===== config.mk =====
export PLATFORM = sky130hd
export DESIGN_NAME = rv_memory
export DESIGN_NICKNAME = d
export VERILOG_FILES = /design/src/rv_settings.svh /design/src/rv_pkg.sv /design/src/rv_memory.sv
export SDC_FILE = /design/constraint.sdc
export NUM_CORES = 2
export LEC_CHECK = 0
export BUFFER_PORTS_ARGS = -buffer_cell sky130_fd_sc_hd__clkbuf_2
export CAP_MARGIN = 20
export CORE_ASPECT_RATIO = 0.8
export CORE_MARGIN = 1.5
export CORE_UTILIZATION = 40
export DETAILED_ROUTE_END_ITERATION = 8
export SYNTH_ARGS = -nofsm -noshare
export SYNTH_HDL_FRONTEND = slang
export SYNTH_SLANG_ARGS = --single-unit

===== constraint.sdc =====
create_clock -name clock -period 3.2 [get_ports clock]
set_input_delay 0.32 -clock clock [delete_from_list [all_inputs] [get_ports clock]]
set_output_delay 0.32 -clock clock [all_outputs]
set_load 0.02 [all_outputs]

===== src/rv_settings.svh =====
// ==============================
// reset PC and memory depths
// for the RV32I core
// ==============================

`ifndef RV_SETTINGS_SVH
`define RV_SETTINGS_SVH

// first fetch address after reset
`define RV_RESET_PC 32'h0000_0000

// memory depths in 32-bit words
`define RV_IMEM_WORDS 256
`define RV_DMEM_WORDS 256

`endif

===== src/rv_pkg.sv =====
// ==============================
// shared types of the RV32I core
// word, register index, control enums
// ==============================

package rv_pkg;

    typedef logic [31:0] word_t;
    typedef logic [4:0] reg_addr_t;

    // funct3 of a load or store, bit 2 is the unsigned flag
    typedef logic [2:0] mem_format_t;

    typedef enum logic [3:0] {
        ALU_ADD,
        ALU_SUB,
        ALU_SLL,
        ALU_SLT,
        ALU_SLTU,
        ALU_XOR,
        ALU_SRL,
        ALU_SRA,
        ALU_OR,
        ALU_AND
    } alu_op_t;

    typedef enum logic [1:0] {
        WB_ALU,
        WB_LOAD,
        WB_PC_PLUS_4,
        WB_IMMEDIATE
    } wb_sel_t;

    typedef enum logic [3:0] {
        BR_NONE,
        BR_BEQ,
        BR_BNE,
        BR_BLT,
        BR_BGE,
        BR_BLTU,
        BR_BGEU,
        BR_JAL,
        BR_JALR
    } branch_t;

    localparam mem_format_t MEM_B  = 3'b000;
    localparam mem_format_t MEM_H  = 3'b001;
    localparam mem_format_t MEM_W  = 3'b010;
    localparam mem_format_t MEM_BU = 3'b100;
    localparam mem_format_t MEM_HU = 3'b101;

    // addi x0, x0, 0
    localparam word_t NOP_INST = 32'h0000_0013;

endpackage


===== src/rv_memory.sv =====
// ==============================
// word memory, byte-enable write,
// combinational read
// ==============================

module rv_memory import rv_pkg::*; #(
    parameter int DEPTH = 64
) (
    input  logic       clock,
    input  logic       write,
    input  logic [3:0] byte_enable,
    input  word_t      address,
    input  word_t      write_data,
    output word_t      read_data
);
    localparam int INDEX_BITS = $clog2(DEPTH);

    word_t words [DEPTH];
    logic [INDEX_BITS-1:0] index;

    // byte offset dropped, upper bits wrap
    assign index = address[INDEX_BITS+1:2];

    always_ff @(posedge clock) begin
        if (write) begin
            for (int lane = 0; lane < 4; lane++) begin
                if (byte_enable[lane]) begin
                    words[index][8*lane +: 8] <= write_data[8*lane +: 8];
                end
            end
        end
    end

    assign read_data = words[index];

endmodule


==> Word level (Yosys, flattened, before mapping) <==
Memories as Yosys holds them, arrays and structs flattened.
Cells that the tools add are included.
{ "op_classes": {"n_mux": 12} }
{ "op_table": {"columns": ["operator", "n"], "rows": [
  ["$mux 1", 12]
]} }
{ "totals": {"register_bits": 0, "ram_bits": 2048, "in_bits": 70, "output_inout_bits": 32, "n_memories": 1} }
{ "memory_table": {"columns": ["memory", "words", "word_bits", "read_ports", "rd_clocked_by_memory_dff", "write_ports", "line", "rtl"], "rows": [
  ["words", 64, 32, 1, 0, 1, "rv_memory.sv:18", "word_t words [DEPTH];"]
]} }

==> Logic depth before layout (Yosys ltp) <==
{ "logic_depth": {"depth_word": 3, "mapped_depth": 11} }

==> Worst setup path before layout <==
No wires, ideal clock.
{ "synth_timing": {"path_kind": "input -> register", "start": "input port address[2]", "end": "memory words[13][0] in the netlist's numbering (enable)", "arrival_time_ps": 2096, "required_ps": 2830, "setup_slack_ps": 733, "cell_stages": 9, "path_buffers": 6, "cell_sequence": "buf_6 > nor2b_1 > buf_2 > buf_6 > buf_2 > buf_2 > buf_1 > nand3_1 > nor2_1"} }
{ "synth_lines": {"columns": ["element", "line", "rtl"], "rows": [
  ["from (decl)", "rv_memory.sv:12", "input word_t address,"],
  ["to (decl)", "rv_memory.sv:18", null]
]} }
No word-level cell before the write port.

==> Final worst setup path <==
{ "layout_timing": {"start": "memory words[23][15] in the netlist's numbering", "end": "output port read_data[15]"} }
{ "layout_between": {"elab_chain_len": 1} }
{ "layout_rtl": {"columns": ["element", "line", "rtl"], "rows": [
  ["$mem_v2 64x32", null, null],
  ["to (decl)", "rv_memory.sv:14", "output word_t read_data"]
]} }
No other way between the ends.

==> out/metrics.yaml <==
critical_path:
  crit_fanout: 1
  crit_type: "register to output port"
  crit_arrival_ps: 3100
  cp.required_ps: 2880
  crit_path_end_kind: "output port"
  start_kind: "register"
routing:
  drt-pass1-iter-count: 6
  detail_route.wl_per_cell_um: 32.6
  via_per_inst: 6.19
  drc_errors: 0
  vias: 50400
  drt-total-wl_mm: 265
  antenna_left: 0
  first_iter_violations: 8120
synth:
  synth_cell_type_count: 51
  synth_xor_area_share_pct: 0
  postSynthAreaPerCell_um2: 17.0
  synthAdderAreaFrac_pct: 0
  synth_top_area_share_pct: 78.4
  yosysWarnings: 0
  synth_compound_area_share_pct: 11.8
  synth_most_common_cell: "edfxtp_1"
  ys_seq_area_share_pct: 78.4
  synth.largest_area_cell: "edfxtp_1"
  yosys.area_share.simple_pct: 4.14
  synth_top_family_by_area: "compound AO/OA/AOI/OAI gates"
  ys.flop_type: "edfxtp_1"
  syn_nets: 4684
  synth_area_leaders: "edfxtp_1 78%, a221oi_1 5.5%, a22oi_1 2.8%, nor2_1 2.4%, mux4_2 1.2%"
  synth_mux_area_share_pct: 3.47
  synth_edf_count: 2048
  ys_async_sr_fraction_pct: 0
  synth_seq_cells: 2048
  netlist_area_um2: 78400
  synth_commonest_cells: "2048 x edfxtp_1, 509 x nor2_1, 493 x a221oi_1"
  syn_inst: 4614
hold_path:
  whs_endpoint: "words[32][25]"
  hold_start: "write_data[25]"
  whs_path_depth: 1
  min_path_type: "primary input to register"
timing:
  fin_setup_tns_ps: -861
  rsz0062_at_grt: "true"
  fin_crit_ps: 3420
  finalCritPeriodShare_pct: 107
  finalSetupViolations: 10
  slew_violations: 0
  clock.fmax_ghz: 0.293
  worstMarginPinSlew_ps: 1140
  holdWs_ps: 75.2
  slew_headroom_pct: 23.8
  setup_ws_ps: -219
  timing.final.hold_violations: 0
floorplan:
  core_region_area_um2: 195000
  die_w_um: 498
  boundaryPins: 102
  start_util_pct: 40.2
  die_area_um2: 199000
  die_h_um: 399
  core.rowCount: 145
finish:
  largest_register: "words"
  largest_reg_flops: 2048
  reg_top3: "words (2048)"
  layout-drive-gt1-share_pct: 27.0
  layout.cells.non_filler: 8137
  fin_nets: 5483
  final_core_util_pct: 49.0
  area_delta_synth_final_pct: 21.9
placed_design:
  gp_congestion: 0.892
  io_buffer_count: 75
  dpl.hpwl_mm: 177
  dpl.cell_count: 7787
clocking:
  post_cts_buffers: 0
  clockBufferDepth: 3
  path_clk_slew_ps: 60
  htreeDepth: 4
  cts-root-buf: "clkbuf_16"
  clock_sinks: 2048
  cts_tree: "built"
  numCtsBuffers: 186
outcome:
  violations: "setup timing"
  status: "finished with violations"
grt:
  grt_max_degree: 65
  grt_first_pass_wirelength_mm: 370
  grt_overflow: 0
  first_global_vias: 48400
  grt.total_usage_pct: 26.2
  antenna_found_initial: 24
run:
  cap_violations: 0
power:
  leakagePower_nw: 31.2
  power_density_nw_per_um2: 584
  ir_drop_uv: 458
==> per-stage QoR <==
stage / total power, mW / worst slack, ps / instance area, um2
final: 55.8 / -219 / 95600
after global placement: 34.2 / -323 / 88500
after detailed placement: 34.3 / -308 / 88500
after CTS: 55.9 / -206 / 95100
after floorplan: 31.8 / 733 / 78400
after global routing: 57.1 / -251 / 95600
==> logic make-up after synthesis <==
kind of cell / Yosys count
DFF: 2048
buffers and inverters: 375
muxes: 210
and+or+nand+nor: 762
AOI/OAI and AO/OA: 1219
==> layout make-up <==
class | instances | area, um2
Sequential cell | 2048 | 61500
Clock buffer | 246 | 5050
Antenna cell | 10 | 25.0
Multi-Input combinational cell | 2191 | 16100
Inverter | 3 | 26.3
Timing Repair Buffer | 983 | 8900
Tap cell | 2572 | 3220
Clock inverter | 84 | 732
Fill cell | 16100 | 99500
==> cell usage in the layout (no fill, tap or decap), types with 11 or more instances in the layout <==
master / n
mux2i_1: 90
a21oi_1: 62
mux4_2: 42
edfxtp_1: 2048
o22a_1: 11
nor2_1: 495
clkbuf_16: 197
mux2_2: 73
buf_6: 12
nand4_1: 17
nor3_1: 50
o32ai_1: 17
a221oi_1: 445
clkbuf_1: 52
o21ai_0: 80
a22oi_2: 13
clkinv_1: 36
a221oi_2: 47
buf_12: 111
nand3_1: 21
o22ai_1: 128
nand2_1: 77
a22oi_1: 278
o21ai_1: 38
a211o_1: 13
clkinv_2: 25
o221ai_1: 18
bufinv_16: 12
buf_4: 781
clkbuf_2: 47
==> repair_timing <==
item / in CTS / in global routing
gates cloned: 0 / 1
setup endpoints to repair: 29 / 30
pin swaps: 51 / 31
hold endpoints to repair: 29 / 25
hold buffers: 3 / 5
gates resized for setup: 172 / 68
==> worst max-delay path, cell delays in order, from the launching register on <==
cell      delay, ps
edfxtp_1        380
a221oi_1        430
nor3_1          130
nor4_2          450
buf_4           190
and3_4          230
nand4_1         210
clkbuf_8        230
==> routing by layer <==
layer | up-vias | global-route usage, % | routed length, um
li1 | 20700 | - | -
met1 | 26000 | 37.7 | 107000
met2 | 3179 | 38.8 | 117000
met3 | 420 | 6.78 | 33100
met4 | 14 | 8.68 | 8130
met5 | - | 0 | 93
==> worst max-delay path by stage <==
stage | slack, ps | startpoint | cells after the start | to
after floorplan | 730 | address[2] | 9 | words[13][0]
after global placement | -320 | address[6] | 10 | read_data[29]
after detailed placement | -310 | address[6] | 11 | read_data[31]
after CTS | -210 | words[46][13] | 9 | read_data[13]
after global routing | -250 | words[46][13] | 9 | read_data[13]
final | -220 | words[23][15] | 7 | read_data[15]
==> report_power, final <==
part | switching, mW | internal, mW | leakage (nW)
logic | 2.86 | 1.53 | 9.99
clock network | 9.78 | 12.0 | 2.82
registers | 0.0258 | 29.6 | 18.4
total | 12.7 | 43.2 | 31.2
(Power assumes the default switching activity.)
