## src/rv_settings.svh

```systemverilog
// ==============================
// reset PC and memory depths
// for the RV32I core
// ==============================

`ifndef RV_SETTINGS_SVH
`define RV_SETTINGS_SVH

// first fetch address after reset
`define RV_RESET_PC 32'h0000_0000

// memory depths in 32-bit words
`define RV_IMEM_WORDS 256
`define RV_DMEM_WORDS 256

`endif
```

## src/rv_pkg.sv

```systemverilog
// ==============================
// shared types of the RV32I core
// word, register index, control enums
// ==============================

package rv_pkg;

    typedef logic [31:0] word_t;
    typedef logic [4:0] reg_addr_t;

    // funct3 of a load or store, bit 2 is the unsigned flag
    typedef logic [2:0] mem_format_t;

    typedef enum logic [3:0] {
        ALU_ADD,
        ALU_SUB,
        ALU_SLL,
        ALU_SLT,
        ALU_SLTU,
        ALU_XOR,
        ALU_SRL,
        ALU_SRA,
        ALU_OR,
        ALU_AND
    } alu_op_t;

    typedef enum logic [1:0] {
        WB_ALU,
        WB_LOAD,
        WB_PC_PLUS_4,
        WB_IMMEDIATE
    } wb_sel_t;

    typedef enum logic [3:0] {
        BR_NONE,
        BR_BEQ,
        BR_BNE,
        BR_BLT,
        BR_BGE,
        BR_BLTU,
        BR_BGEU,
        BR_JAL,
        BR_JALR
    } branch_t;

    localparam mem_format_t MEM_B  = 3'b000;
    localparam mem_format_t MEM_H  = 3'b001;
    localparam mem_format_t MEM_W  = 3'b010;
    localparam mem_format_t MEM_BU = 3'b100;
    localparam mem_format_t MEM_HU = 3'b101;

    // addi x0, x0, 0
    localparam word_t NOP_INST = 32'h0000_0013;

endpackage

```

## src/rv_pipeline.sv

```systemverilog
// ==============================
// five-stage pipeline: PC, stage
// registers, stall/flush, store lanes
// ==============================

`include "rv_settings.svh"

module rv_pipeline import rv_pkg::*; (
    input  logic       clock,
    input  logic       reset,
    input  logic       run,
    output word_t      imem_address,
    input  word_t      imem_data,
    output word_t      dmem_address,
    output word_t      dmem_write_data,
    output logic [3:0] dmem_byte_enable,
    output logic       dmem_write,
    input  word_t      dmem_read_data,
    output logic       retire_valid,
    output reg_addr_t  retire_rd,
    output word_t      retire_data
);
    word_t pc;

    // decode stage
    word_t id_inst, id_pc, id_immediate, id_rs1_data, id_rs2_data;
    reg_addr_t id_rd, id_rs1, id_rs2;
    logic id_uses_rs1, id_uses_rs2, id_operand_a_pc, id_operand_b_imm;
    logic id_reg_write, id_mem_read, id_mem_write;
    alu_op_t id_alu_op;
    branch_t id_branch;
    wb_sel_t id_wb_sel;
    mem_format_t id_mem_format;

    // execute stage
    word_t ex_pc, ex_rs1_data, ex_rs2_data, ex_immediate;
    word_t ex_alu_result, ex_branch_target;
    reg_addr_t ex_rd;
    logic ex_operand_a_pc, ex_operand_b_imm, ex_branch_taken;
    logic ex_reg_write, ex_mem_read, ex_mem_write;
    alu_op_t ex_alu_op;
    branch_t ex_branch;
    wb_sel_t ex_wb_sel;
    mem_format_t ex_mem_format;

    // memory stage
    word_t ma_alu_result, ma_rs2_data, ma_immediate, ma_pc_plus_4;
    reg_addr_t ma_rd;
    logic ma_reg_write, ma_mem_read, ma_mem_write;
    wb_sel_t ma_wb_sel;
    mem_format_t ma_mem_format;

    // writeback stage
    word_t wb_alu_result, wb_load_data, wb_pc_plus_4, wb_immediate, wb_rd_data;
    reg_addr_t wb_rd;
    logic wb_reg_write;
    wb_sel_t wb_wb_sel;
    mem_format_t wb_mem_format;

    logic hazard_rs1, hazard_rs2, stall;

    // stall until the producer has left WB
    assign hazard_rs1 = id_uses_rs1 && id_rs1 != 5'd0 &&
        ((ex_reg_write && ex_rd == id_rs1) || (ma_reg_write && ma_rd == id_rs1) ||
         (wb_reg_write && wb_rd == id_rs1));
    assign hazard_rs2 = id_uses_rs2 && id_rs2 != 5'd0 &&
        ((ex_reg_write && ex_rd == id_rs2) || (ma_reg_write && ma_rd == id_rs2) ||
         (wb_reg_write && wb_rd == id_rs2));
    assign stall = hazard_rs1 || hazard_rs2;

    always_ff @(posedge clock or posedge reset) begin
        if (reset) begin
            pc <= `RV_RESET_PC;
        end else if (ex_branch_taken) begin
            pc <= ex_branch_target;
        end else if (run && !stall) begin
            pc <= pc + 32'd4;
        end
    end

    assign imem_address = pc;

    // taken branch or idle run puts a NOP into IF/ID
    always_ff @(posedge clock or posedge reset) begin
        if (reset) begin
            id_inst <= NOP_INST;
        end else if (ex_branch_taken || (!stall && !run)) begin
            id_inst <= NOP_INST;
        end else if (!stall) begin
            id_inst <= imem_data;
        end
    end

    always_ff @(posedge clock) begin
        if (!stall) begin
            id_pc <= pc;
        end
    end

    rv_decode decode (
        .inst          (id_inst),
        .rd            (id_rd),
        .rs1           (id_rs1),
        .rs2           (id_rs2),
        .immediate     (id_immediate),
        .uses_rs1      (id_uses_rs1),
        .uses_rs2      (id_uses_rs2),
        .alu_op        (id_alu_op),
        .operand_a_pc  (id_operand_a_pc),
        .operand_b_imm (id_operand_b_imm),
        .branch        (id_branch),
        .reg_write     (id_reg_write),
        .wb_sel        (id_wb_sel),
        .mem_read      (id_mem_read),
        .mem_write     (id_mem_write),
        .mem_format    (id_mem_format)
    );

    rv_regfile regfile (
        .clock        (clock),
        .write_enable (wb_reg_write),
        .rd_address   (wb_rd),
        .rs1_address  (id_rs1),
        .rs2_address  (id_rs2),
        .rd_data      (wb_rd_data),
        .rs1_data     (id_rs1_data),
        .rs2_data     (id_rs2_data)
    );

    // bubble into ID/EX on stall or flush
    always_ff @(posedge clock or posedge reset) begin
        if (reset) begin
            ex_reg_write <= 1'b0;
            ex_mem_read  <= 1'b0;
            ex_mem_write <= 1'b0;
            ex_branch    <= BR_NONE;
        end else if (stall || ex_branch_taken) begin
            ex_reg_write <= 1'b0;
            ex_mem_read  <= 1'b0;
            ex_mem_write <= 1'b0;
            ex_branch    <= BR_NONE;
        end else begin
            ex_reg_write <= id_reg_write;
            ex_mem_read  <= id_mem_read;
            ex_mem_write <= id_mem_write;
            ex_branch    <= id_branch;
        end
    end

    always_ff @(posedge clock) begin
        ex_pc            <= id_pc;
        ex_rs1_data      <= id_rs1_data;
        ex_rs2_data      <= id_rs2_data;
        ex_immediate     <= id_immediate;
        ex_rd            <= id_rd;
        ex_alu_op        <= id_alu_op;
        ex_operand_a_pc  <= id_operand_a_pc;
        ex_operand_b_imm <= id_operand_b_imm;
        ex_wb_sel        <= id_wb_sel;
        ex_mem_format    <= id_mem_format;
    end

    rv_execute execute (
        .alu_op        (ex_alu_op),
        .operand_a_pc  (ex_operand_a_pc),
        .operand_b_imm (ex_operand_b_imm),
        .branch        (ex_branch),
        .pc            (ex_pc),
        .rs1_data      (ex_rs1_data),
        .rs2_data      (ex_rs2_data),
        .immediate     (ex_immediate),
        .alu_result    (ex_alu_result),
        .branch_taken  (ex_branch_taken),
        .branch_target (ex_branch_target)
    );

    // EX/MEM
    always_ff @(posedge clock or posedge reset) begin
        if (reset) begin
            ma_reg_write <= 1'b0;
            ma_mem_read  <= 1'b0;
            ma_mem_write <= 1'b0;
        end else begin
            ma_reg_write <= ex_reg_write;
            ma_mem_read  <= ex_mem_read;
            ma_mem_write <= ex_mem_write;
        end
    end

    always_ff @(posedge clock) begin
        ma_rd         <= ex_rd;
        ma_alu_result <= ex_alu_result;
        ma_rs2_data   <= ex_rs2_data;
        ma_immediate  <= ex_immediate;
        ma_pc_plus_4  <= ex_pc + 32'd4;
        ma_wb_sel     <= ex_wb_sel;
        ma_mem_format <= ex_mem_format;
    end

    // store data replicated across lanes and picked by the byte enables
    always_comb begin
        case (ma_mem_format)
            MEM_B: begin
                dmem_write_data  = {4{ma_rs2_data[7:0]}};
                dmem_byte_enable = 4'b0001 << ma_alu_result[1:0];
            end
            MEM_H: begin
                dmem_write_data  = {2{ma_rs2_data[15:0]}};
                dmem_byte_enable = 4'b0011 << {ma_alu_result[1], 1'b0};
            end
            MEM_W: begin
                dmem_write_data  = ma_rs2_data;
                dmem_byte_enable = 4'b1111;
            end
            default: begin
                dmem_write_data  = ma_rs2_data;
                dmem_byte_enable = 4'b0000;
            end
        endcase
    end

    assign dmem_address = ma_alu_result;
    assign dmem_write   = ma_mem_write;

    // MEM/WB
    always_ff @(posedge clock or posedge reset) begin
        if (reset) begin
            wb_reg_write <= 1'b0;
        end else begin
            wb_reg_write <= ma_reg_write;
        end
    end

    always_ff @(posedge clock) begin
        wb_rd         <= ma_rd;
        wb_alu_result <= ma_alu_result;
        wb_pc_plus_4  <= ma_pc_plus_4;
        wb_immediate  <= ma_immediate;
        wb_wb_sel     <= ma_wb_sel;
        wb_mem_format <= ma_mem_format;
        if (ma_mem_read) begin
            wb_load_data <= dmem_read_data;
        end
    end

    rv_writeback writeback (
        .wb_sel      (wb_wb_sel),
        .mem_format  (wb_mem_format),
        .byte_offset (wb_alu_result[1:0]),
        .alu_result  (wb_alu_result),
        .load_data   (wb_load_data),
        .pc_plus_4   (wb_pc_plus_4),
        .immediate   (wb_immediate),
        .rd_data     (wb_rd_data)
    );

    assign retire_valid = wb_reg_write && wb_rd != 5'd0;
    assign retire_rd    = wb_rd;
    assign retire_data  = wb_rd_data;

endmodule

```

## src/rv_writeback.sv

```systemverilog
// ==============================
// load extraction and writeback
// source select
// ==============================

module rv_writeback import rv_pkg::*; (
    input  wb_sel_t     wb_sel,
    input  mem_format_t mem_format,
    input  logic [1:0]  byte_offset,
    input  word_t       alu_result,
    input  word_t       load_data,
    input  word_t       pc_plus_4,
    input  word_t       immediate,
    output word_t       rd_data
);
    word_t shifted;
    word_t load_value;

    // addressed byte or half moved down to bit 0
    assign shifted = load_data >> {byte_offset, 3'b000};

    always_comb begin
        case (mem_format)
            MEM_B:   load_value = {{24{shifted[7]}}, shifted[7:0]};
            MEM_H:   load_value = {{16{shifted[15]}}, shifted[15:0]};
            MEM_BU:  load_value = {24'b0, shifted[7:0]};
            MEM_HU:  load_value = {16'b0, shifted[15:0]};
            default: load_value = load_data;
        endcase
    end

    always_comb begin
        case (wb_sel)
            WB_ALU:       rd_data = alu_result;
            WB_LOAD:      rd_data = load_value;
            WB_PC_PLUS_4: rd_data = pc_plus_4;
            default:      rd_data = immediate;
        endcase
    end

endmodule

```

## src/rv_execute.sv

```systemverilog
// ==============================
// execute stage: ALU, branch
// decision and target
// ==============================

module rv_execute import rv_pkg::*; (
    input  alu_op_t alu_op,
    input  logic    operand_a_pc,
    input  logic    operand_b_imm,
    input  branch_t branch,
    input  word_t   pc,
    input  word_t   rs1_data,
    input  word_t   rs2_data,
    input  word_t   immediate,
    output word_t   alu_result,
    output logic    branch_taken,
    output word_t   branch_target
);
    word_t operand_a, operand_b;
    word_t jalr_sum;

    assign operand_a = operand_a_pc ? pc : rs1_data;
    assign operand_b = operand_b_imm ? immediate : rs2_data;

    always_comb begin
        case (alu_op)
            ALU_ADD:  alu_result = operand_a + operand_b;
            ALU_SUB:  alu_result = operand_a - operand_b;
            ALU_SLL:  alu_result = operand_a << operand_b[4:0];
            ALU_SLT:  alu_result = {31'b0, $signed(operand_a) < $signed(operand_b)};
            ALU_SLTU: alu_result = {31'b0, operand_a < operand_b};
            ALU_XOR:  alu_result = operand_a ^ operand_b;
            ALU_SRL:  alu_result = operand_a >> operand_b[4:0];
            ALU_SRA:  alu_result = $signed(operand_a) >>> operand_b[4:0];
            ALU_OR:   alu_result = operand_a | operand_b;
            default:  alu_result = operand_a & operand_b;
        endcase
    end

    always_comb begin
        case (branch)
            BR_BEQ:  branch_taken = rs1_data == rs2_data;
            BR_BNE:  branch_taken = rs1_data != rs2_data;
            BR_BLT:  branch_taken = $signed(rs1_data) < $signed(rs2_data);
            BR_BGE:  branch_taken = $signed(rs1_data) >= $signed(rs2_data);
            BR_BLTU: branch_taken = rs1_data < rs2_data;
            BR_BGEU: branch_taken = rs1_data >= rs2_data;
            BR_JAL:  branch_taken = 1'b1;
            BR_JALR: branch_taken = 1'b1;
            default: branch_taken = 1'b0;
        endcase
    end

    // jalr clears bit 0 of the sum
    assign jalr_sum      = rs1_data + immediate;
    assign branch_target = (branch == BR_JALR) ? {jalr_sum[31:1], 1'b0} : pc + immediate;

endmodule

```

## src/rv_decode.sv

```systemverilog
// ==============================
// instruction decode: fields,
// immediates and control
// ==============================

module rv_decode import rv_pkg::*; (
    input  word_t       inst,
    output reg_addr_t   rd,
    output reg_addr_t   rs1,
    output reg_addr_t   rs2,
    output word_t       immediate,
    output logic        uses_rs1,
    output logic        uses_rs2,
    output alu_op_t     alu_op,
    output logic        operand_a_pc,
    output logic        operand_b_imm,
    output branch_t     branch,
    output logic        reg_write,
    output wb_sel_t     wb_sel,
    output logic        mem_read,
    output logic        mem_write,
    output mem_format_t mem_format
);
    localparam logic [6:0] OP_LUI    = 7'b0110111;
    localparam logic [6:0] OP_AUIPC  = 7'b0010111;
    localparam logic [6:0] OP_JAL    = 7'b1101111;
    localparam logic [6:0] OP_JALR   = 7'b1100111;
    localparam logic [6:0] OP_BRANCH = 7'b1100011;
    localparam logic [6:0] OP_LOAD   = 7'b0000011;
    localparam logic [6:0] OP_STORE  = 7'b0100011;
    localparam logic [6:0] OP_IMM    = 7'b0010011;
    localparam logic [6:0] OP_REG    = 7'b0110011;

    logic [6:0] opcode;
    logic [2:0] funct3;
    word_t imm_i, imm_s, imm_b, imm_u, imm_j;
    alu_op_t arith_op;

    assign opcode     = inst[6:0];
    assign funct3     = inst[14:12];
    assign rd         = inst[11:7];
    assign rs1        = inst[19:15];
    assign rs2        = inst[24:20];
    assign mem_format = funct3;

    assign imm_i = {{20{inst[31]}}, inst[31:20]};
    assign imm_s = {{20{inst[31]}}, inst[31:25], inst[11:7]};
    assign imm_b = {{19{inst[31]}}, inst[31], inst[7], inst[30:25], inst[11:8], 1'b0};
    assign imm_u = {inst[31:12], 12'b0};
    assign imm_j = {{11{inst[31]}}, inst[31], inst[19:12], inst[20], inst[30:21], 1'b0};

    // funct7 bit 5 picks SUB only for register-register ops
    always_comb begin
        case (funct3)
            3'b000: arith_op = (opcode == OP_REG && inst[30]) ? ALU_SUB : ALU_ADD;
            3'b001: arith_op = ALU_SLL;
            3'b010: arith_op = ALU_SLT;
            3'b011: arith_op = ALU_SLTU;
            3'b100: arith_op = ALU_XOR;
            3'b101: arith_op = inst[30] ? ALU_SRA : ALU_SRL;
            3'b110: arith_op = ALU_OR;
            default: arith_op = ALU_AND;
        endcase
    end

    always_comb begin
        immediate     = imm_i;
        uses_rs1      = 1'b0;
        uses_rs2      = 1'b0;
        alu_op        = ALU_ADD;
        operand_a_pc  = 1'b0;
        operand_b_imm = 1'b0;
        branch        = BR_NONE;
        reg_write     = 1'b0;
        wb_sel        = WB_ALU;
        mem_read      = 1'b0;
        mem_write     = 1'b0;
        case (opcode)
            OP_LUI: begin
                immediate = imm_u;
                reg_write = 1'b1;
                wb_sel    = WB_IMMEDIATE;
            end
            OP_AUIPC: begin
                immediate     = imm_u;
                operand_a_pc  = 1'b1;
                operand_b_imm = 1'b1;
                reg_write     = 1'b1;
            end
            OP_JAL: begin
                immediate = imm_j;
                branch    = BR_JAL;
                reg_write = 1'b1;
                wb_sel    = WB_PC_PLUS_4;
            end
            OP_JALR: begin
                uses_rs1  = 1'b1;
                branch    = BR_JALR;
                reg_write = 1'b1;
                wb_sel    = WB_PC_PLUS_4;
            end
            OP_BRANCH: begin
                immediate = imm_b;
                uses_rs1  = 1'b1;
                uses_rs2  = 1'b1;
                case (funct3)
                    3'b000: branch = BR_BEQ;
                    3'b001: branch = BR_BNE;
                    3'b100: branch = BR_BLT;
                    3'b101: branch = BR_BGE;
                    3'b110: branch = BR_BLTU;
                    3'b111: branch = BR_BGEU;
                    default: branch = BR_NONE;
                endcase
            end
            OP_LOAD: begin
                uses_rs1      = 1'b1;
                operand_b_imm = 1'b1;
                reg_write     = 1'b1;
                wb_sel        = WB_LOAD;
                mem_read      = 1'b1;
            end
            OP_STORE: begin
                immediate     = imm_s;
                uses_rs1      = 1'b1;
                uses_rs2      = 1'b1;
                operand_b_imm = 1'b1;
                mem_write     = 1'b1;
            end
            OP_IMM: begin
                uses_rs1      = 1'b1;
                operand_b_imm = 1'b1;
                alu_op        = arith_op;
                reg_write     = 1'b1;
            end
            OP_REG: begin
                uses_rs1  = 1'b1;
                uses_rs2  = 1'b1;
                alu_op    = arith_op;
                reg_write = 1'b1;
            end
            // anything else passes as a NOP
            default: begin
            end
        endcase
    end

endmodule

```

## src/rv_regfile.sv

```systemverilog
// ==============================
// 32-entry register file, x0 reads zero
// ==============================

module rv_regfile import rv_pkg::*; (
    input  logic      clock,
    input  logic      write_enable,
    input  reg_addr_t rd_address,
    input  reg_addr_t rs1_address,
    input  reg_addr_t rs2_address,
    input  word_t     rd_data,
    output word_t     rs1_data,
    output word_t     rs2_data
);
    word_t registers [1:31];

    always_ff @(posedge clock) begin
        if (write_enable && rd_address != 5'd0) begin
            registers[rd_address] <= rd_data;
        end
    end

    // no write-to-read bypass, decode stalls on a pending WB write instead
    assign rs1_data = (rs1_address == 5'd0) ? '0 : registers[rs1_address];
    assign rs2_data = (rs2_address == 5'd0) ? '0 : registers[rs2_address];

endmodule

```

## config.mk

```make
export PLATFORM = sky130hd
export DESIGN_NAME = rv_pipeline
export DESIGN_NICKNAME = d
export VERILOG_FILES = /design/src/rv_pkg.sv /design/src/rv_pipeline.sv /design/src/rv_writeback.sv /design/src/rv_execute.sv /design/src/rv_decode.sv /design/src/rv_regfile.sv
export VERILOG_INCLUDE_DIRS = /design/src
export SDC_FILE = /design/constraint.sdc
export NUM_CORES = 2
export LEC_CHECK = 0
export BUFFER_PORTS_ARGS = -buffer_cell sky130_fd_sc_hd__buf_4
export CAP_MARGIN = 20
export CORE_MARGIN = 10
export CORE_UTILIZATION = 30
export CTS_CLUSTER_SIZE = 20
export DETAILED_ROUTE_END_ITERATION = 6
export GPL_ROUTABILITY_DRIVEN = 1
export PLACE_DENSITY = 0.56
export SLEW_MARGIN = 10
export SYNTH_ARGS = -nofsm -noshare
export SYNTH_HDL_FRONTEND = slang
export SYNTH_HIERARCHICAL = 1
export SYNTH_SLANG_ARGS = --single-unit
```

## constraint.sdc

```tcl
create_clock -name clock -period 7 [get_ports clock]
set_input_delay 1.4 -clock clock [delete_from_list [all_inputs] [get_ports clock]]
set_output_delay 1.4 -clock clock [all_outputs]
set_load 0.01 [all_outputs]
```

-- Word-level counts from Yosys, hierarchy flattened
Memories as Yosys holds them, arrays and structs flattened. A register that Yosys moved wholly into a read port is not among the register bits.
Index checks and enable logic that the tools add are counted.
- multiplexer cells: 33
- add/subtract/negate cells: 6
- bitwise logic cells: 3
- multiply operators: 0
- $lt $le $gt $ge: 6
- reduce and logical (&&, ||, !) cells: 42
- divide/modulo/power cells: 0
- eq/ne operators: 48
- shift operators: 6
- operators with widths (cell ; number):
    32-bit one-hot mux with 9 select lines ; 1
    32-bit two-way mux ; 7
    32-bit < comparator ; 4
    32-bit one-hot mux with 4 select lines ; 1
    31-bit one-hot mux with 4 select lines ; 1
    32-bit adder ; 3
    32-bit one-hot mux with 3 select lines ; 1
    32-bit by 3-bit adder with 32-bit output, second input constant ; 2
    32-bit greater-or-equal comparator ; 2
    32-bit one-hot mux with 2 select lines ; 1
    32-bit AND ; 1
    32-bit equality test ; 1
    4-bit by 3-bit equality test with 1-bit output, second input constant ; 8
    32-bit inequality test ; 1
    32-bit OR ; 1
    32-bit by 5-bit << shifter with 32-bit output ; 1
    32-bit by 5-bit right shift with 16-bit output ; 1
    32-bit by 5-bit right shift with 32-bit output ; 1
    32-bit by 5-bit >>> shifter with 32-bit output ; 1
    32-bit subtractor ; 1
    32-bit bitwise XOR ; 1
    5-bit equality test ; 6
    4-bit one-hot mux with 7 select lines ; 1
    4-bit one-hot mux with 3 select lines ; 2
    34 further kinds ; 94
- word-level logic and storage cells: 178
- latch bits: 0
- memory bits (read-only): 0
- memories: 1
- register bits: 463
- memory bits (writable): 992
- memory list (name ; depth ; bits a word ; rd ports ; clocked after Yosys merged registers in ; wr ports ; line ; text):
    regfile.registers ; 31 ; 32 ; 2 ; 2 ; 1 ; rv_regfile.sv:15 ; word_t registers [1:31];

-- Depth between registers and ports, before layout
- depth in word-level cells: 10
- depth in mapped cells: 19

-- Cells and area by module
Netlist, hierarchy kept.
- by module, submodules not included (module ; times used ; area each (µm²) ; cells each ; seq. area each (µm²)):
    rv_regfile ; 1 ; 46489.6 ; 2593 ; 29788.6
    rv_pipeline ; 1 ; 14460.1 ; 939 ; 11569.8
    rv_execute ; 1 ; 13613.1 ; 2101 ; 0.0
    rv_writeback ; 1 ; 1584.0 ; 234 ; 0.0
    rv_decode ; 1 ; 862.1 ; 128 ; 0.0

-- Least setup slack after synthesis
OpenSTA, ideal clock, no wires.
- path kind: flip-flop to flip-flop
- start point: register ex_operand_b_imm
- end point: register ma_alu_result[31] (netlist: dmem_address[31])
- path buffers: 4
- path slack: 2.760 ns
- stages on the path, launching flop included: 17
- clock period less this slack: 4.240 ns
- required time: 6.870 ns
- arrival: 4.111 ns
- setup time: 0.130 ns
- cell sequence: dfxtp_1 buf_6 mux2i_2 clkbuf_1 buf_1 clkbuf_1 ha_1 and3_1 a2111oi_2 nor4_1 a211o_1 a21o_1 a221oi_4 nor3_1 o41ai_2 xnor2_1 o22ai_1
- cells in the longest elaborated chain, start to end: 3
- elaborated cells on any way between the ends: 10
- those cells by class: add/sub (2); shift (3); mux (2); bitwise (3)
- ends and longest elaborated chain (what ; line ; text):
    start, declared ; rv_pipeline.sv:39 ; logic ex_operand_a_pc, ex_operand_b_imm, ex_branch_taken;
    start signal, assigned ; rv_pipeline.sv:158 ; ex_operand_b_imm <= id_operand_b_imm;
    32-bit two-way mux (*) ; rv_execute.sv:23 ; assign operand_b = operand_b_imm ? immediate : rs2_data;
    32-bit subtractor (tied with other cells) ; rv_execute.sv:28 ; ALU_SUB: alu_result = operand_a - operand_b;
    32-bit one-hot mux with 9 select lines (*) ; rv_execute.sv:26 ; case (alu_op)
    named net ex_alu_result[31] ; rv_pipeline.sv:37 ; word_t ex_alu_result, ex_branch_target;
    end signal, assigned ; rv_pipeline.sv:192 ; ma_alu_result <= ex_alu_result;
    end, declared ; rv_pipeline.sv:47 ; word_t ma_alu_result, ma_rs2_data, ma_immediate, ma_pc_plus_4;
The timed path passes the listed nets; every way through them passes the cells marked *.
A chain may end at the register's enable or synchronous reset.

-- Worst setup path after layout
- start point: register wb_alu_result[1]
- end point: output port retire_data[31]
- cells in the longest elaborated chain, start to end: 3
- ends and longest elaborated chain (what ; line ; text):
    start, declared ; rv_pipeline.sv:54 ; word_t wb_alu_result, wb_load_data, wb_pc_plus_4, wb_immediate, wb_rd_data;
    start signal, assigned ; rv_pipeline.sv:236 ; wb_alu_result <= ma_alu_result;
    32-bit by 5-bit right shift with 16-bit output ; rv_writeback.sv:20 ; assign shifted = load_data >> {byte_offset, 3'b000};
    32-bit one-hot mux with 4 select lines ; rv_writeback.sv:23 ; case (mem_format)
    32-bit one-hot mux with 3 select lines ; rv_writeback.sv:33 ; case (wb_sel)
    end, declared ; rv_pipeline.sv:21 ; output word_t retire_data
No other way between the ends.

==> flow_metrics.env <==
export IMPL_ys_types=109
export IMPL_vias=55990
export IMPL_synth_area_um2=77010
export IMPL_cts_buffers=165
export IMPL_cts_max_level=4
export IMPL_drc=0
export IMPL_final_max_slew_viol_count=0
export IMPL_stdcell_area_um2=88170
export IMPL_path_buf_inv=2
export IMPL_critPathArrivalTime_ns=3.92
export IMPL_cts_tree="yes"
export IMPL_yosys_mux_area_fraction_pct=17.83
export IMPL_dp_hpwl_mm=224.9
export IMPL_areaGrowthSynthToFinish_pct=14.50
export IMPL_worstSetupPathType="reg -> out"
export IMPL_grt_usage_pct=22.05
export IMPL_min_period_ns=5.316
export IMPL_crit_chain="mux4_2 -> mux2i_4 -> o21ai_2 -> buf_4 -> buf_4"
export IMPL_routabilityCongestion=0.9708
export IMPL_dr_first_iter_drc_count=7012
export IMPL_finalCritPeriodShare_pct=75.95
export IMPL_coreArea_um2=254900
export IMPL_ys_ff_latch=1519
export IMPL_die_area_um2=277400
export IMPL_start_util_pct=30.22
export IMPL_grt_max_degree=108
export IMPL_synthAdderAreaFrac_pct=3.224
export IMPL_worstSkewPairLatency_ns=0.84
export IMPL_fin_skew_ns=0.06885
export IMPL_fmax_ghz=0.1881
export IMPL_synth_top_family_by_area="multiplexers"
export IMPL_synth_avg_cell_area_um2=12.85
export IMPL_cp_depth=5
export IMPL_synth_compound_area_share_pct=11.86
export IMPL_post_cts_buffers=0
export IMPL_yosys_warnings=6
export IMPL_holdPathStages=0
export IMPL_seq_area_frac_synth_pct=53.71
export IMPL_rows=185
export IMPL_synth_top_flop_cell="edfxtp_1"
export IMPL_routed_via_density=5.814
export IMPL_cp_required_ns=5.60
export IMPL_hold_viol_final=0
export IMPL_grt_pass1_wl_mm=440.3
export IMPL_finalSetupViolCount=0
export IMPL_first_pass_iters=5
export IMPL_wl_per_cell_um=33.22
export IMPL_fin_nets=6384
export IMPL_max_cap_viol_count=0
export IMPL_cts_hold_buf=0
export IMPL_finalPower_uw=30280
export IMPL_syn_num_nets=6258
export IMPL_ir_drop_mv=0.2831
export IMPL_p_per_area_nw_per_um2=343.4
export IMPL_die_h_um=526.7
export IMPL_cpMaxStageDelayCell="mux2i_4"
export IMPL_synth_edff_count=1056
export IMPL_cts_buffer_depth=3
export IMPL_cts_resized=0
export IMPL_numClockSinks=1519
export IMPL_synth_xor_area_share_pct=1.751
export IMPL_overflow=0
export IMPL_leakage_uw=0.03081
export IMPL_place_area_um2=82590
export IMPL_slew_headroom_pct=22.35
export IMPL_root_buffer="clkbuf_16"
export IMPL_worstMarginPinSlew_ns=1.163
export IMPL_crit_path_end_kind="output port"
export IMPL_cpMostUsedCell="buf_4"
export IMPL_crit_family="multiplexers"
export IMPL_drive_above_1_share_pct=19.58
export IMPL_rsz0062_at_grt="false"
export IMPL_antenna_found_initial=20
export IMPL_synth_async_reset_ratio_pct=4.937
export IMPL_clk_pin_slew_ns=0.09
export IMPL_min_path_type="reg -> reg"
export IMPL_die_w_um=526.7
export IMPL_path_max_fanout=32
export IMPL_status="completed"
export IMPL_port_buffers=205
export IMPL_startpoint_type="flip-flop"
export IMPL_grt_pass1_vias=54640
export IMPL_synthCells=5995
export IMPL_routed_wl_mm=320.0
export IMPL_ios=206
export IMPL_yosys_area_share_simple_pct=8.073
export IMPL_worstRegToRegCells=13
export IMPL_tns_ns=0
export IMPL_drtAntennaViolNets=0
export IMPL_slowest_delay_ns=0.86
==> synthesized netlist by cell type (32+ instances only) <==
cell type / number / area [um2]
edfxtp_1: 1056 / 31710
mux2i_1: 436 / 4364
nand2_1: 398 / 1494
dfxtp_1: 388 / 7767
nor2_1: 369 / 1385
mux4_2: 342 / 7702
a21oi_1: 319 / 1597
clkbuf_1: 206 / 773.2
ha_1: 192 / 2402
o21ai_0: 183 / 915.9
inv_1: 156 / 585.6
nand3_1: 124 / 620.6
a22oi_1: 108 / 810.8
mux2_2: 103 / 1160
xnor2_1: 97 / 849.6
buf_2: 87 / 435.4
a22o_1: 84 / 735.7
nor2b_1: 75 / 469.2
dfrtp_1: 72 / 1802
nor3_1: 66 / 330.3
a211oi_1: 63 / 473.0
a21o_1: 63 / 473.0
xor2_1: 57 / 499.2
nand4_1: 54 / 337.8
o21a_1: 54 / 405.4
and2_1: 51 / 319.1
buf_4: 51 / 382.9
a31oi_1: 49 / 306.5
o21ai_1: 40 / 200.2
and3_1: 39 / 244.0
a211o_1: 37 / 324.1
o221ai_1: 37 / 324.1
nor4_1: 34 / 212.7
a311o_1: 32 / 320.3
buf_1: 32 / 120.1
o211ai_1: 32 / 240.2
==> registers in the layout, summed over array words and instances, names as in the netlist, 4 cells and up <==
| signal | cells |
|---|---|
| ex_alu_op | 4 |
| wb_immediate | 32 |
| ex_pc | 32 |
| wb_load_data | 32 |
| dmem_address | 32 |
| wb_alu_result | 32 |
| ma_immediate | 32 |
| ex_immediate | 32 |
| ex_rs2_data | 32 |
| imem_address | 32 |
| ex_rd | 5 |
| retire_rd | 5 |
| wb_pc_plus_4 | 32 |
| ma_rd | 5 |
| ex_rs1_data | 32 |
| id_pc | 32 |
| ma_pc_plus_4 | 32 |
| id_inst | 32 |
| regfile/registers | 992 |
| ex_branch | 4 |
| ma_rs2_data | 32 |
==> cell families (layout without fill, tap and decap cells) <==
| kind of cell | Yosys count | in the layout |
|---|---|---|
| flops | 1519 | 1519 |
| compound gates | 1328 | 1328 |
| simple gates | 1314 | 1314 |
| mux | 909 | 909 |
| buf+inv | 575 | 840 |
| fa+ha+maj | 196 | 196 |
| xor+xnor | 154 | 154 |
| other cells | 0 | 4 |
==> path summary, 6_finish.rpt <==
| check | slack, ns | start | endpoint |
|---|---|---|---|
| max in group asynchronous | 5.25 | reset | id_inst[16]$_DFFE_PP0P_ |
| setup reg to reg | 2.26 | ex_operand_b_imm$_DFF_P_ | dmem_address[27]$_DFF_P_ |
| hold reg to reg | 0.29 | ma_pc_plus_4[25]$_DFF_P_ | wb_pc_plus_4[25]$_DFF_P_ |
| setup / recovery | 1.68 | wb_alu_result[1]$_DFF_P_ | retire_data[31] |
| hold / removal | 0.29 | ma_pc_plus_4[25]$_DFF_P_ | wb_pc_plus_4[25]$_DFF_P_ |
| min in group asynchronous | 0.68 | reset | imem_address[2]$_DFFE_PP0P_ |
==> layer usage <==
metal	wire (um)	up-vias	global-route usage [%]
met3	28770	641	4.940
met5	80	-	0
met1	127800	28860	28.49
li1	-	23480	-
met4	17810	12	10.38
met2	145500	2998	35.06
==> layout by cell type, fill, tap and decap left out, drive strengths merged, types with 97 or more instances in the layout <==
cell       n
xnor2     97
o21ai    225
edfxtp  1056
a21oi    320
mux2i    446
nor2     371
clkbuf   213
mux2     111
dfxtp    388
ha       192
a22oi    108
mux4     352
buf      371
inv      167
nand2    398
nand3    124
==> worst reg2reg max path: stages (launching register included) <==
cell and delay, ns:
dfxtp_2 0.63, buf_4 0.56, mux2i_4 0.45, ha_1 0.39, nor3_1 0.19, o21ai_0 0.16
a211oi_1 0.33, o21ai_1 0.18, a211oi_1 0.48, nor2_1 0.14, o31a_1 0.31, nor4b_1 0.42
a2111oi_0 0.19, a211oi_1 0.23
==> stage by stage <==
stage / std cells / utilization [%] / hold slack [ns] / setup slack (ns)
detailed placement: 9319 / 32.41 / 0.3121 / 2.384
floorplan: 5995 / - / 0.3096 / 2.760
CTS: 9625 / 34.59 / 0.3056 / 1.693
finish: 9630 / 34.60 / 0.2937 / 1.684
global placement: 9317 / 32.39 / 0.3107 / 2.360
global route: 9626 / 34.59 / 0.3071 / 1.582
==> area by class of cell <==
| type | instances | area, um2 |
|---|---|---|
| clock buffers | 213 | 4589 |
| diodes | 4 | 10.01 |
| well taps | 3366 | 4212 |
| repair buffers | 371 | 2895 |
| multi-input cells | 3901 | 33490 |
| fillers | 24760 | 166700 |
| clock inverters | 93 | 964.7 |
| inverters | 163 | 616.8 |
| flip-flops and latches | 1519 | 41390 |
==> power breakdown <==
part | internal, uW | switching (uW)
logic | 2920 | 5810
registers | 11300 | 1240
clock network | 5140 | 3850
total | 19400 | 10900
(Power assumes the default switching activity.)
